==> config.mk <==
export PLATFORM = sky130hd
export DESIGN_NAME = fetch_top
export DESIGN_NICKNAME = d
export VERILOG_FILES = /design/src/hw/fetch_pkg.sv /design/src/hw/inst_mem.sv /design/src/hw/fetch_unit.sv /design/src/hw/fetch_buffer.sv /design/src/hw/decode_branch.sv /design/src/hw/fetch_top.sv
export SDC_FILE = /design/constraint.sdc
export NUM_CORES = 2
export LEC_CHECK = 0
export BUFFER_PORTS_ARGS = -buffer_cell sky130_fd_sc_hd__buf_2
export CAP_MARGIN = 20
export CORE_UTILIZATION = 63
export CTS_CLUSTER_SIZE = 14
export DETAILED_ROUTE_END_ITERATION = 10
export PLACE_DENSITY = 0.78
export SETUP_SLACK_MARGIN = 0.05
export SYNTH_ARGS = -nofsm -noshare
export SYNTH_HDL_FRONTEND = slang
export SYNTH_MEMORY_MAX_BITS = 65536
export SYNTH_SLANG_ARGS = --single-unit
==> constraint.sdc <==
create_clock -name clk -period 5.08 [get_ports clk]
set_input_delay 0.254 -clock clk [delete_from_list [all_inputs] [get_ports clk]]
set_output_delay 0.254 -clock clk [all_outputs]
set_load 0.03 [all_outputs]
==> src/hw/fetch_pkg.sv <==
//==================================================
// fetch_pkg
// sizes, opcode encoding and the structs passed
// between fetch, fetch buffer and decode
//==================================================
package fetch_pkg;

   // datapath widths
   localparam int PC_W    = 16;
   localparam int INSTR_W = 16;
   localparam int IMM_W   = 12;

   // instruction memory geometry
   localparam int MEM_WORDS   = 256;
   localparam int MEM_AW      = $clog2(MEM_WORDS);
   localparam int LINE_BYTES  = 8;
   localparam int LINE_BITS   = $clog2(LINE_BYTES);
   localparam int LINE_TAG_W  = PC_W - LINE_BITS;
   localparam int MISS_CYCLES = 3;
   localparam int MISS_W      = $clog2(MISS_CYCLES + 1);

   // fetch buffer
   localparam int BUF_DEPTH = 2;
   localparam int BUF_PTR_W = (BUF_DEPTH > 1) ? $clog2(BUF_DEPTH) : 1;
   localparam int BUF_CNT_W = $clog2(BUF_DEPTH + 1);

   // loop counter, loaded from imm[7:0]
   localparam int CNT_W = 8;

   // opcode in instr[15:12], unlisted codes act as alu
   typedef enum logic [3:0] {
      OP_NOP  = 4'd0,
      OP_ALU  = 4'd1,
      OP_J    = 4'd2,
      OP_LDC  = 4'd3,
      OP_DBNZ = 4'd4,
      OP_HALT = 4'd15
   } opcode_e;

   typedef struct packed {
      logic [PC_W-1:0]    pc;
      logic [INSTR_W-1:0] instr;
   } fetch_word_t;

   typedef struct packed {
      logic            valid;
      logic [PC_W-1:0] target;
   } redirect_t;

   typedef struct packed {
      logic [PC_W-1:0]    pc;
      logic [INSTR_W-1:0] instr;
   } retire_t;

endpackage

==> src/hw/inst_mem.sv <==
`timescale 1ns/1ps
//==================================================
// inst_mem
// word-addressed instruction memory with a load
// port; models a one-line cache, so an access in
// the same 8-byte line hits and any other access
// waits MISS_CYCLES extra cycles
//==================================================
module inst_mem (
   input  logic                           clk,
   input  logic                           rst_n,
   input  logic                           load_en,
   input  logic [fetch_pkg::MEM_AW-1:0]   load_addr,
   input  logic [fetch_pkg::INSTR_W-1:0]  load_data,
   input  logic                           rd_en,
   input  logic [fetch_pkg::PC_W-1:0]     addr,
   output logic [fetch_pkg::INSTR_W-1:0]  instr,
   output logic                           done,
   output logic                           busy
);

   // word array
   logic [fetch_pkg::INSTR_W-1:0] mem [fetch_pkg::MEM_WORDS];

   // last line seen, plus its valid bit
   logic [fetch_pkg::LINE_TAG_W-1:0] tag_q;
   logic                             tag_valid_q;

   // remaining wait cycles for the access in flight
   logic [fetch_pkg::MISS_W-1:0] wait_q;

   logic req;
   logic hit;

   // a request is only taken while idle
   assign req = rd_en && !busy;

   // same line as the previous access
   assign hit = tag_valid_q &&
                (addr[fetch_pkg::PC_W-1:fetch_pkg::LINE_BITS] == tag_q);

   // access ends once the wait count drains
   assign done = busy && (wait_q == '0);

   // load port writes straight into the array
   always_ff @(posedge clk) begin
      if (load_en) begin
         mem[load_addr] <= load_data;
      end
   end

   // registered read, held until the next request
   // byte address, so word index drops bit 0
   always_ff @(posedge clk) begin
      if (req) begin
         instr <= mem[addr[fetch_pkg::MEM_AW:1]];
      end
   end

   // latency control
   always_ff @(posedge clk) begin
      if (!rst_n) begin
         busy        <= 1'b0;
         wait_q      <= '0;
         tag_q       <= '0;
         tag_valid_q <= 1'b0;
      end else if (req) begin
         busy        <= 1'b1;
         // hit answers next cycle, miss adds the penalty
         wait_q      <= hit ? '0 : fetch_pkg::MISS_CYCLES[fetch_pkg::MISS_W-1:0];
         tag_q       <= addr[fetch_pkg::PC_W-1:fetch_pkg::LINE_BITS];
         tag_valid_q <= 1'b1;
      end else if (done) begin
         busy <= 1'b0;
      end else if (busy) begin
         wait_q <= wait_q - 1'b1;
      end
   end

   // fetch has to hold the address for the whole access
   addr_stable_a : assert property (
      @(posedge clk) disable iff (!rst_n) busy |-> $stable(addr)
   );

endmodule

==> src/hw/fetch_unit.sv <==
`timescale 1ns/1ps
//==================================================
// fetch_unit
// pc register and next-pc selection; pc steps by 2,
// holds through memory stalls, keeps a redirect that
// lands mid-access until the access is done, and
// freezes on halt
//==================================================
module fetch_unit (
   input  logic                           clk,
   input  logic                           rst_n,
   input  logic                           start,
   input  logic                           full,
   input  logic                           done,
   input  logic [fetch_pkg::INSTR_W-1:0]  instr,
   input  fetch_pkg::redirect_t           redirect,
   input  logic                           halted,
   output logic                           rd_en,
   output logic [fetch_pkg::PC_W-1:0]     addr,
   output logic                           push,
   output fetch_pkg::fetch_word_t         word
);

   logic [fetch_pkg::PC_W-1:0] pc_q;
   logic [fetch_pkg::PC_W-1:0] pc_next;
   logic [fetch_pkg::PC_W-1:0] pc_plus2;

   // one access outstanding at most
   logic in_flight_q;

   // access in flight belongs to the old path
   // also marks pend_target_q as the next pc
   logic                       stale_q;
   logic [fetch_pkg::PC_W-1:0] pend_target_q;

   logic latch_redirect;

   assign pc_plus2 = pc_q + 2'd2;

   // memory address is the pc itself, held while busy
   assign addr = pc_q;

   // redirect that meets an access on the old path
   // either still in memory or leaving this cycle
   assign latch_redirect = redirect.valid && ((in_flight_q && !done) || rd_en);

   // new request when idle and running with buffer room
   assign rd_en = start && !halted && !in_flight_q && !full;

   // deliver unless the word is on a dead path
   assign push = done && !stale_q && !redirect.valid && !halted;

   always_comb begin
      word.pc    = pc_q;
      word.instr = instr;
   end

   // next pc
   always_comb begin
      pc_next = pc_q;
      if (halted) begin
         // frozen
         pc_next = pc_q;
      end else if (redirect.valid && !latch_redirect) begin
         // nothing pending in memory, jump now
         pc_next = redirect.target;
      end else if (done && stale_q) begin
         // stall over, apply the latched target
         pc_next = pend_target_q;
      end else if (push) begin
         pc_next = pc_plus2;
      end
   end

   always_ff @(posedge clk) begin
      if (!rst_n) begin
         pc_q        <= '0;
         in_flight_q <= 1'b0;
         stale_q     <= 1'b0;
      end else begin
         pc_q <= pc_next;
         if (rd_en) begin
            in_flight_q <= 1'b1;
         end else if (done) begin
            in_flight_q <= 1'b0;
         end
         if (latch_redirect) begin
            stale_q <= 1'b1;
         end else if (done) begin
            stale_q <= 1'b0;
         end
      end
   end

   // target held across the stall
   always_ff @(posedge clk) begin
      if (latch_redirect) begin
         pend_target_q <= redirect.target;
      end
   end

   // requests are gated by full, and only one is ever in flight
   no_push_full_a : assert property (
      @(posedge clk) disable iff (!rst_n) push |-> !full
   );

endmodule

==> src/hw/fetch_buffer.sv <==
`timescale 1ns/1ps
//==================================================
// fetch_buffer
// small in-order queue between fetch and decode,
// emptied on a redirect
//==================================================
module fetch_buffer (
   input  logic                    clk,
   input  logic                    rst_n,
   input  logic                    push,
   input  fetch_pkg::fetch_word_t  word_in,
   input  logic                    pop,
   input  logic                    flush,
   output fetch_pkg::fetch_word_t  head,
   output logic                    nonempty,
   output logic                    full
);

   fetch_pkg::fetch_word_t entries [fetch_pkg::BUF_DEPTH];

   logic [fetch_pkg::BUF_PTR_W-1:0] wr_ptr_q;
   logic [fetch_pkg::BUF_PTR_W-1:0] rd_ptr_q;
   logic [fetch_pkg::BUF_CNT_W-1:0] count_q;

   logic do_push;
   logic do_pop;

   // flush wins over everything in its cycle
   assign do_push = push && !flush;
   assign do_pop  = pop && !flush;

   assign head     = entries[rd_ptr_q];
   assign nonempty = (count_q != '0);
   assign full     = (count_q == fetch_pkg::BUF_DEPTH[fetch_pkg::BUF_CNT_W-1:0]);

   // storage, no reset needed
   always_ff @(posedge clk) begin
      if (do_push) begin
         entries[wr_ptr_q] <= word_in;
      end
   end

   // pointers wrap at BUF_DEPTH
   always_ff @(posedge clk) begin
      if (!rst_n || flush) begin
         wr_ptr_q <= '0;
         rd_ptr_q <= '0;
         count_q  <= '0;
      end else begin
         if (do_push) begin
            wr_ptr_q <= (wr_ptr_q == fetch_pkg::BUF_PTR_W'(fetch_pkg::BUF_DEPTH - 1)) ?
                        '0 : wr_ptr_q + 1'b1;
         end
         if (do_pop) begin
            rd_ptr_q <= (rd_ptr_q == fetch_pkg::BUF_PTR_W'(fetch_pkg::BUF_DEPTH - 1)) ?
                        '0 : rd_ptr_q + 1'b1;
         end
         // push and pop together leave the count alone
         if (do_push && !do_pop) begin
            count_q <= count_q + 1'b1;
         end else if (do_pop && !do_push) begin
            count_q <= count_q - 1'b1;
         end
      end
   end

   // decode only pops a valid head
   no_pop_empty_a : assert property (
      @(posedge clk) disable iff (!rst_n) pop |-> nonempty
   );

   // fetch never pushes past the last slot
   no_overflow_a : assert property (
      @(posedge clk) disable iff (!rst_n) (push && !pop) |-> !full
   );

endmodule

==> src/hw/decode_branch.sv <==
`timescale 1ns/1ps
//==================================================
// decode_branch
// decodes the control subset, keeps the loop
// counter, redirects fetch on taken branches and
// retires in program order until halt
//==================================================
module decode_branch (
   input  logic                    clk,
   input  logic                    rst_n,
   input  fetch_pkg::fetch_word_t  head,
   input  logic                    nonempty,
   output logic                    pop,
   output fetch_pkg::redirect_t    redirect,
   output logic                    retire_valid,
   output fetch_pkg::retire_t      retire,
   output logic                    halted
);

   fetch_pkg::opcode_e op;

   logic [fetch_pkg::IMM_W-1:0] imm;
   logic [fetch_pkg::PC_W-1:0]  target;
   logic [fetch_pkg::CNT_W-1:0] cnt_q;
   logic [fetch_pkg::CNT_W-1:0] cnt_dec;
   logic                        taken;

   // opcode in the top nibble, imm below it
   assign op  = fetch_pkg::opcode_e'(head.instr[fetch_pkg::INSTR_W-1 -: 4]);
   assign imm = head.instr[fetch_pkg::IMM_W-1:0];

   // pc + 2 + 2 * signed(imm)
   assign target = head.pc + 2'd2 +
                   {{(fetch_pkg::PC_W - fetch_pkg::IMM_W - 1){imm[fetch_pkg::IMM_W-1]}},
                    imm, 1'b0};

   assign cnt_dec = cnt_q - 1'b1;

   // consume the head whenever one is there
   assign pop = nonempty && !halted;

   always_comb begin
      case (op)
         fetch_pkg::OP_J:    taken = 1'b1;
         // branch on the decremented value
         fetch_pkg::OP_DBNZ: taken = (cnt_dec != '0);
         default:            taken = 1'b0;
      endcase
   end

   // one-cycle redirect, also flushes the buffer
   always_comb begin
      redirect.valid  = pop && taken;
      redirect.target = target;
   end

   always_ff @(posedge clk) begin
      if (!rst_n) begin
         cnt_q        <= '0;
         retire_valid <= 1'b0;
         halted       <= 1'b0;
      end else begin
         retire_valid <= pop;
         if (pop) begin
            case (op)
               fetch_pkg::OP_LDC:  cnt_q  <= imm[fetch_pkg::CNT_W-1:0];
               fetch_pkg::OP_DBNZ: cnt_q  <= cnt_dec;
               // halt retires first, then stops decode
               fetch_pkg::OP_HALT: halted <= 1'b1;
               // nop and alu class retire with no effect
               default: ;
            endcase
         end
      end
   end

   // retire record, lines up with retire_valid
   always_ff @(posedge clk) begin
      if (pop) begin
         retire.pc    <= head.pc;
         retire.instr <= head.instr;
      end
   end

endmodule

==> src/hw/fetch_top.sv <==
`timescale 1ns/1ps
//==================================================
// fetch_top
// fetch front end: instruction memory, fetch unit,
// fetch buffer and decode/branch unit
//==================================================
module fetch_top (
   input  logic                           clk,
   input  logic                           rst_n,
   input  logic                           load_en,
   input  logic [fetch_pkg::MEM_AW-1:0]   load_addr,
   input  logic [fetch_pkg::INSTR_W-1:0]  load_data,
   input  logic                           start,
   output logic                           retire_valid,
   output fetch_pkg::retire_t             retire,
   output logic                           halted
);

   // fetch to memory
   logic                          mem_rd_en;
   logic [fetch_pkg::PC_W-1:0]    mem_addr;
   logic [fetch_pkg::INSTR_W-1:0] mem_instr;
   logic                          mem_done;

   // fetch to buffer to decode
   logic                          fetch_push;
   fetch_pkg::fetch_word_t        fetch_word;
   fetch_pkg::fetch_word_t        buf_head;
   logic                          buf_nonempty;
   logic                          buf_full;
   logic                          dec_pop;

   // decode back to fetch and buffer
   fetch_pkg::redirect_t          redirect;

   inst_mem inst_mem_inst (
      .clk(clk), .rst_n(rst_n),
      .load_en(load_en), .load_addr(load_addr), .load_data(load_data),
      .rd_en(mem_rd_en), .addr(mem_addr),
      .instr(mem_instr), .done(mem_done), .busy()
   );

   fetch_unit fetch_unit_inst (
      .clk(clk), .rst_n(rst_n), .start(start), .full(buf_full),
      .done(mem_done), .instr(mem_instr), .redirect(redirect), .halted(halted),
      .rd_en(mem_rd_en), .addr(mem_addr), .push(fetch_push), .word(fetch_word)
   );

   fetch_buffer fetch_buffer_inst (
      .clk(clk), .rst_n(rst_n),
      .push(fetch_push), .word_in(fetch_word),
      .pop(dec_pop), .flush(redirect.valid),
      .head(buf_head), .nonempty(buf_nonempty), .full(buf_full)
   );

   decode_branch decode_branch_inst (
      .clk(clk), .rst_n(rst_n), .head(buf_head), .nonempty(buf_nonempty),
      .pop(dec_pop), .redirect(redirect),
      .retire_valid(retire_valid), .retire(retire), .halted(halted)
   );

endmodule

==> flow_metrics.env <==
export IMPL_ys_warn_count=0
export IMPL_maxSlewHeadroom_pct=15.1
export IMPL_drive_gt1_share_pct=32.4
export IMPL_clk_insertion_delay_late_ns=0.95
export IMPL_required_ns=5.73
export IMPL_hold_violations=0
export IMPL_io_pins=62
export IMPL_cts_sinks=4274
export IMPL_grt_ovfl_total=0
export IMPL_numPortBuffers=61
export IMPL_clkTransAtPathRegs_ns=0.07
export IMPL_synth_flop_cell="edfxtp_1"
export IMPL_p_leak_nw=56.5
export IMPL_max_cap_viol_count=0
export IMPL_cts_hold_buffers=6
export IMPL_irDropWorstVdd_v=0.000373
export IMPL_finalCriticalPeriod_ns=4.66
export IMPL_maxSlewViolCount=0
export IMPL_root_buffer="clkbuf_16"
export IMPL_finalNetCount=7593
export IMPL_grt_first_pass_wirelength_mm=639
export IMPL_final_cell_area_um2=185000
export IMPL_die_area_um2=263000
export IMPL_synth_avg_cell_area_um2=23.6
export IMPL_crit_path_max_fanout=22
export IMPL_worst_slew_pin_slew_ns=1.27
export IMPL_synthArstFlopShare_pct=0
export IMPL_drt_pass1_iterations=6
export IMPL_fmax_mhz=215
export IMPL_start_util_pct=63.4
export IMPL_wl_per_cell_um=40.5
export IMPL_status="finished clean"
export IMPL_die_x_um=513
export IMPL_postCtsSetupRepairBufs=0
export IMPL_hold_path_class="in -> reg"
export IMPL_grt_start_max_net_pins=224
export IMPL_timing_final_crit_share_pct=91.7
export IMPL_syn_nets=7023
export IMPL_fp_row_count=187
export IMPL_die_height_um=513
export IMPL_ys_ff_latch=4274
export IMPL_via_per_inst=7.37
export IMPL_worstSetupPathType="reg -> reg"
export IMPL_first_iter_violations=14600
export IMPL_syn2layout_area_growth_pct=12.5
export IMPL_yosysSeqAreaShare_pct=77.7
export IMPL_cp_start_kind="register"
export IMPL_cts_resized=0
export IMPL_dp_hpwl_mm=238
export IMPL_grt_pass1_vias=84000
export IMPL_power_mw=85.3
export IMPL_cp_data_arrival_time_ns=5.31
export IMPL_core_um2=259000
export IMPL_gp_congestion=0.864
export IMPL_finalClockSkew_ns=0.0864
export IMPL_synthDistinctLibCells=58
export IMPL_antenna_found_initial=35
export IMPL_synth_edf_count=4224
export IMPL_cts_buffer_depth=4
export IMPL_synth_area_um2=164000
export IMPL_placed_area_um2=172000
export IMPL_ant_nets=0
export IMPL_cts_made_buffers=408
export IMPL_cts_tree="built"
export IMPL_wl_mm=457
export IMPL_setup_viol=0
export IMPL_grt_setup_unrepaired="no"
export IMPL_cp_end_kind="register"
export IMPL_grt_usage_pct=35.2
export IMPL_num_vias=83200
export IMPL_power_density_nw_per_um2=461
export IMPL_totalNegativeSetupSlack_ns=0
export IMPL_synth_cells=6962
export IMPL_htreeDepth=5
export IMPL_drcViolationCount=0
==> synth_stat cells, types with 17 or more instances <==
| cell type | instances | share of area (%) |
|---|---|---|
| buf_6 | 26 | 0.18 |
| mux4_2 | 1276 | 17 |
| buf_1 | 27 | 0.062 |
| a22oi_1 | 49 | 0.22 |
| nand3_1 | 56 | 0.17 |
| xnor2_1 | 24 | 0.13 |
| ha_1 | 32 | 0.24 |
| o21ai_0 | 46 | 0.14 |
| buf_4 | 27 | 0.12 |
| nor3_1 | 28 | 0.085 |
| nand2_1 | 108 | 0.25 |
| edfxtp_1 | 4224 | 77 |
| a21oi_1 | 58 | 0.18 |
| mux2i_1 | 47 | 0.29 |
| inv_1 | 26 | 0.059 |
| clkbuf_1 | 179 | 0.41 |
| mux2_2 | 27 | 0.18 |
| o22ai_1 | 18 | 0.068 |
| buf_2 | 128 | 0.39 |
| a221oi_1 | 17 | 0.091 |
| nor2_1 | 316 | 0.72 |
| dfxtp_1 | 50 | 0.61 |
==> final cells by class <==
type,count,area (µm²)
antenna,30,75.1
clock buffer,497,10600
clock inverter,236,2150
fill,13400,74400
inverter,27,118
multi-input combinational,2274,35000
sequential,4274,128000
tap,3402,4260
timing repair buffer,547,4910
==> cell usage in the layout, fill, tap and decap left out, types with 25 or more instances in the layout <==
master | synthesis | layout
nor3_1 | 28 | 28
o21ai_0 | 46 | 46
nor2_1 | 316 | 177
diode_2 | 0 | 30
clkinv_2 | 1 | 62
ha_1 | 32 | 32
a22oi_1 | 49 | 49
nand3_1 | 56 | 47
clkbuf_16 | 0 | 412
a21oi_1 | 58 | 58
inv_1 | 26 | 25
mux2i_1 | 47 | 47
clkbuf_1 | 179 | 85
nand2_1 | 108 | 107
nor2_2 | 0 | 138
clkinv_1 | 0 | 115
mux4_2 | 1276 | 1276
buf_4 | 27 | 415
buf_12 | 0 | 46
buf_2 | 128 | 45
bufinv_16 | 0 | 38
dfxtp_1 | 50 | 43
mux2_2 | 27 | 27
edfxtp_1 | 4224 | 4224
==> where the power goes <==
group	switching [mW]	internal, mW	total (mW)
sequential	0.600	39.4	40.0
clock	13.2	16.8	29.9
combinational	8.83	6.58	15.4
total	22.6	62.7	85.3
==> critical path: stages, from the launching register on <==
cell	delay, ns
dfxtp_4	0.74
buf_12	0.29
buf_12	0.23
buf_4	0.23
mux4_2	0.57
mux4_2	0.57
a22oi_1	0.45
nand2_1	0.30
o22ai_1	0.62
buf_4	0.24
a211oi_1	0.04
==> layer usage <==
metal	vias to the layer above	global-route usage (%)	share of wire, %	wire, µm
li1	31000	-	-	-
met4	22	19.3	6.2	28500
met5	-	0	0.037	170
met2	7793	54.9	48	219000
met3	1531	9.51	14	63100
met1	42900	45.6	32	146000
==> sequential cells by signal, indices dropped and copies added (netlist names), 2 cells and up, named ones only <==
signal,flops
inst_mem_inst.wait_q,2
inst_mem_inst.instr,16
inst_mem_inst.mem,4096
fetch_unit_inst.addr,16
fetch_buffer_inst.entries,64
fetch_buffer_inst.count_q,2
decode_branch_inst.cnt_q,8
decode_branch_inst.retire,32
fetch_unit_inst.pend_target_q,16
inst_mem_inst.tag_q,13
==> logic make-up after synthesis <==
kind of cell | count (synthesis) | synth area share, %
flip-flops | 4274 | 77.7
multiplexers | 1350 | 17.9
adder cells (fa/ha/maj) | 33 | 0.256
AO/OA/AOI/OAI | 268 | 1.09
XOR/XNOR | 40 | 0.221
buffers and inverters | 414 | 1.22
AND/OR/NAND/NOR | 583 | 1.53
==> per-stage QoR <==
step	setup slack [ns]	hold WS (ns)	utilization (%)	cells
floorplan	1.14	0.353	-	6962
global route	0.566	0.0416	71.3	11300
finish	0.422	0.0192	71.3	11300
global placement	0.598	0.439	66.2	10500
detailed placement	0.603	0.449	66.3	10500
CTS	0.567	0.0295	71.3	11300
==> final timing paths <==
check,cells past startpoint,slack [ns],to,start
setup / recovery,10,0.42,inst_mem_inst.instr[1],fetch_unit_inst.addr[1]
setup reg to reg,10,0.42,inst_mem_inst.instr[1],fetch_unit_inst.addr[1]
hold reg to reg,0,0.46,fetch_buffer_inst.entries[0][16],fetch_unit_inst.addr[0]
hold / removal,1,0.02,inst_mem_inst.mem[191][1],load_data[1]
Power figures use the tool's default switching activity.
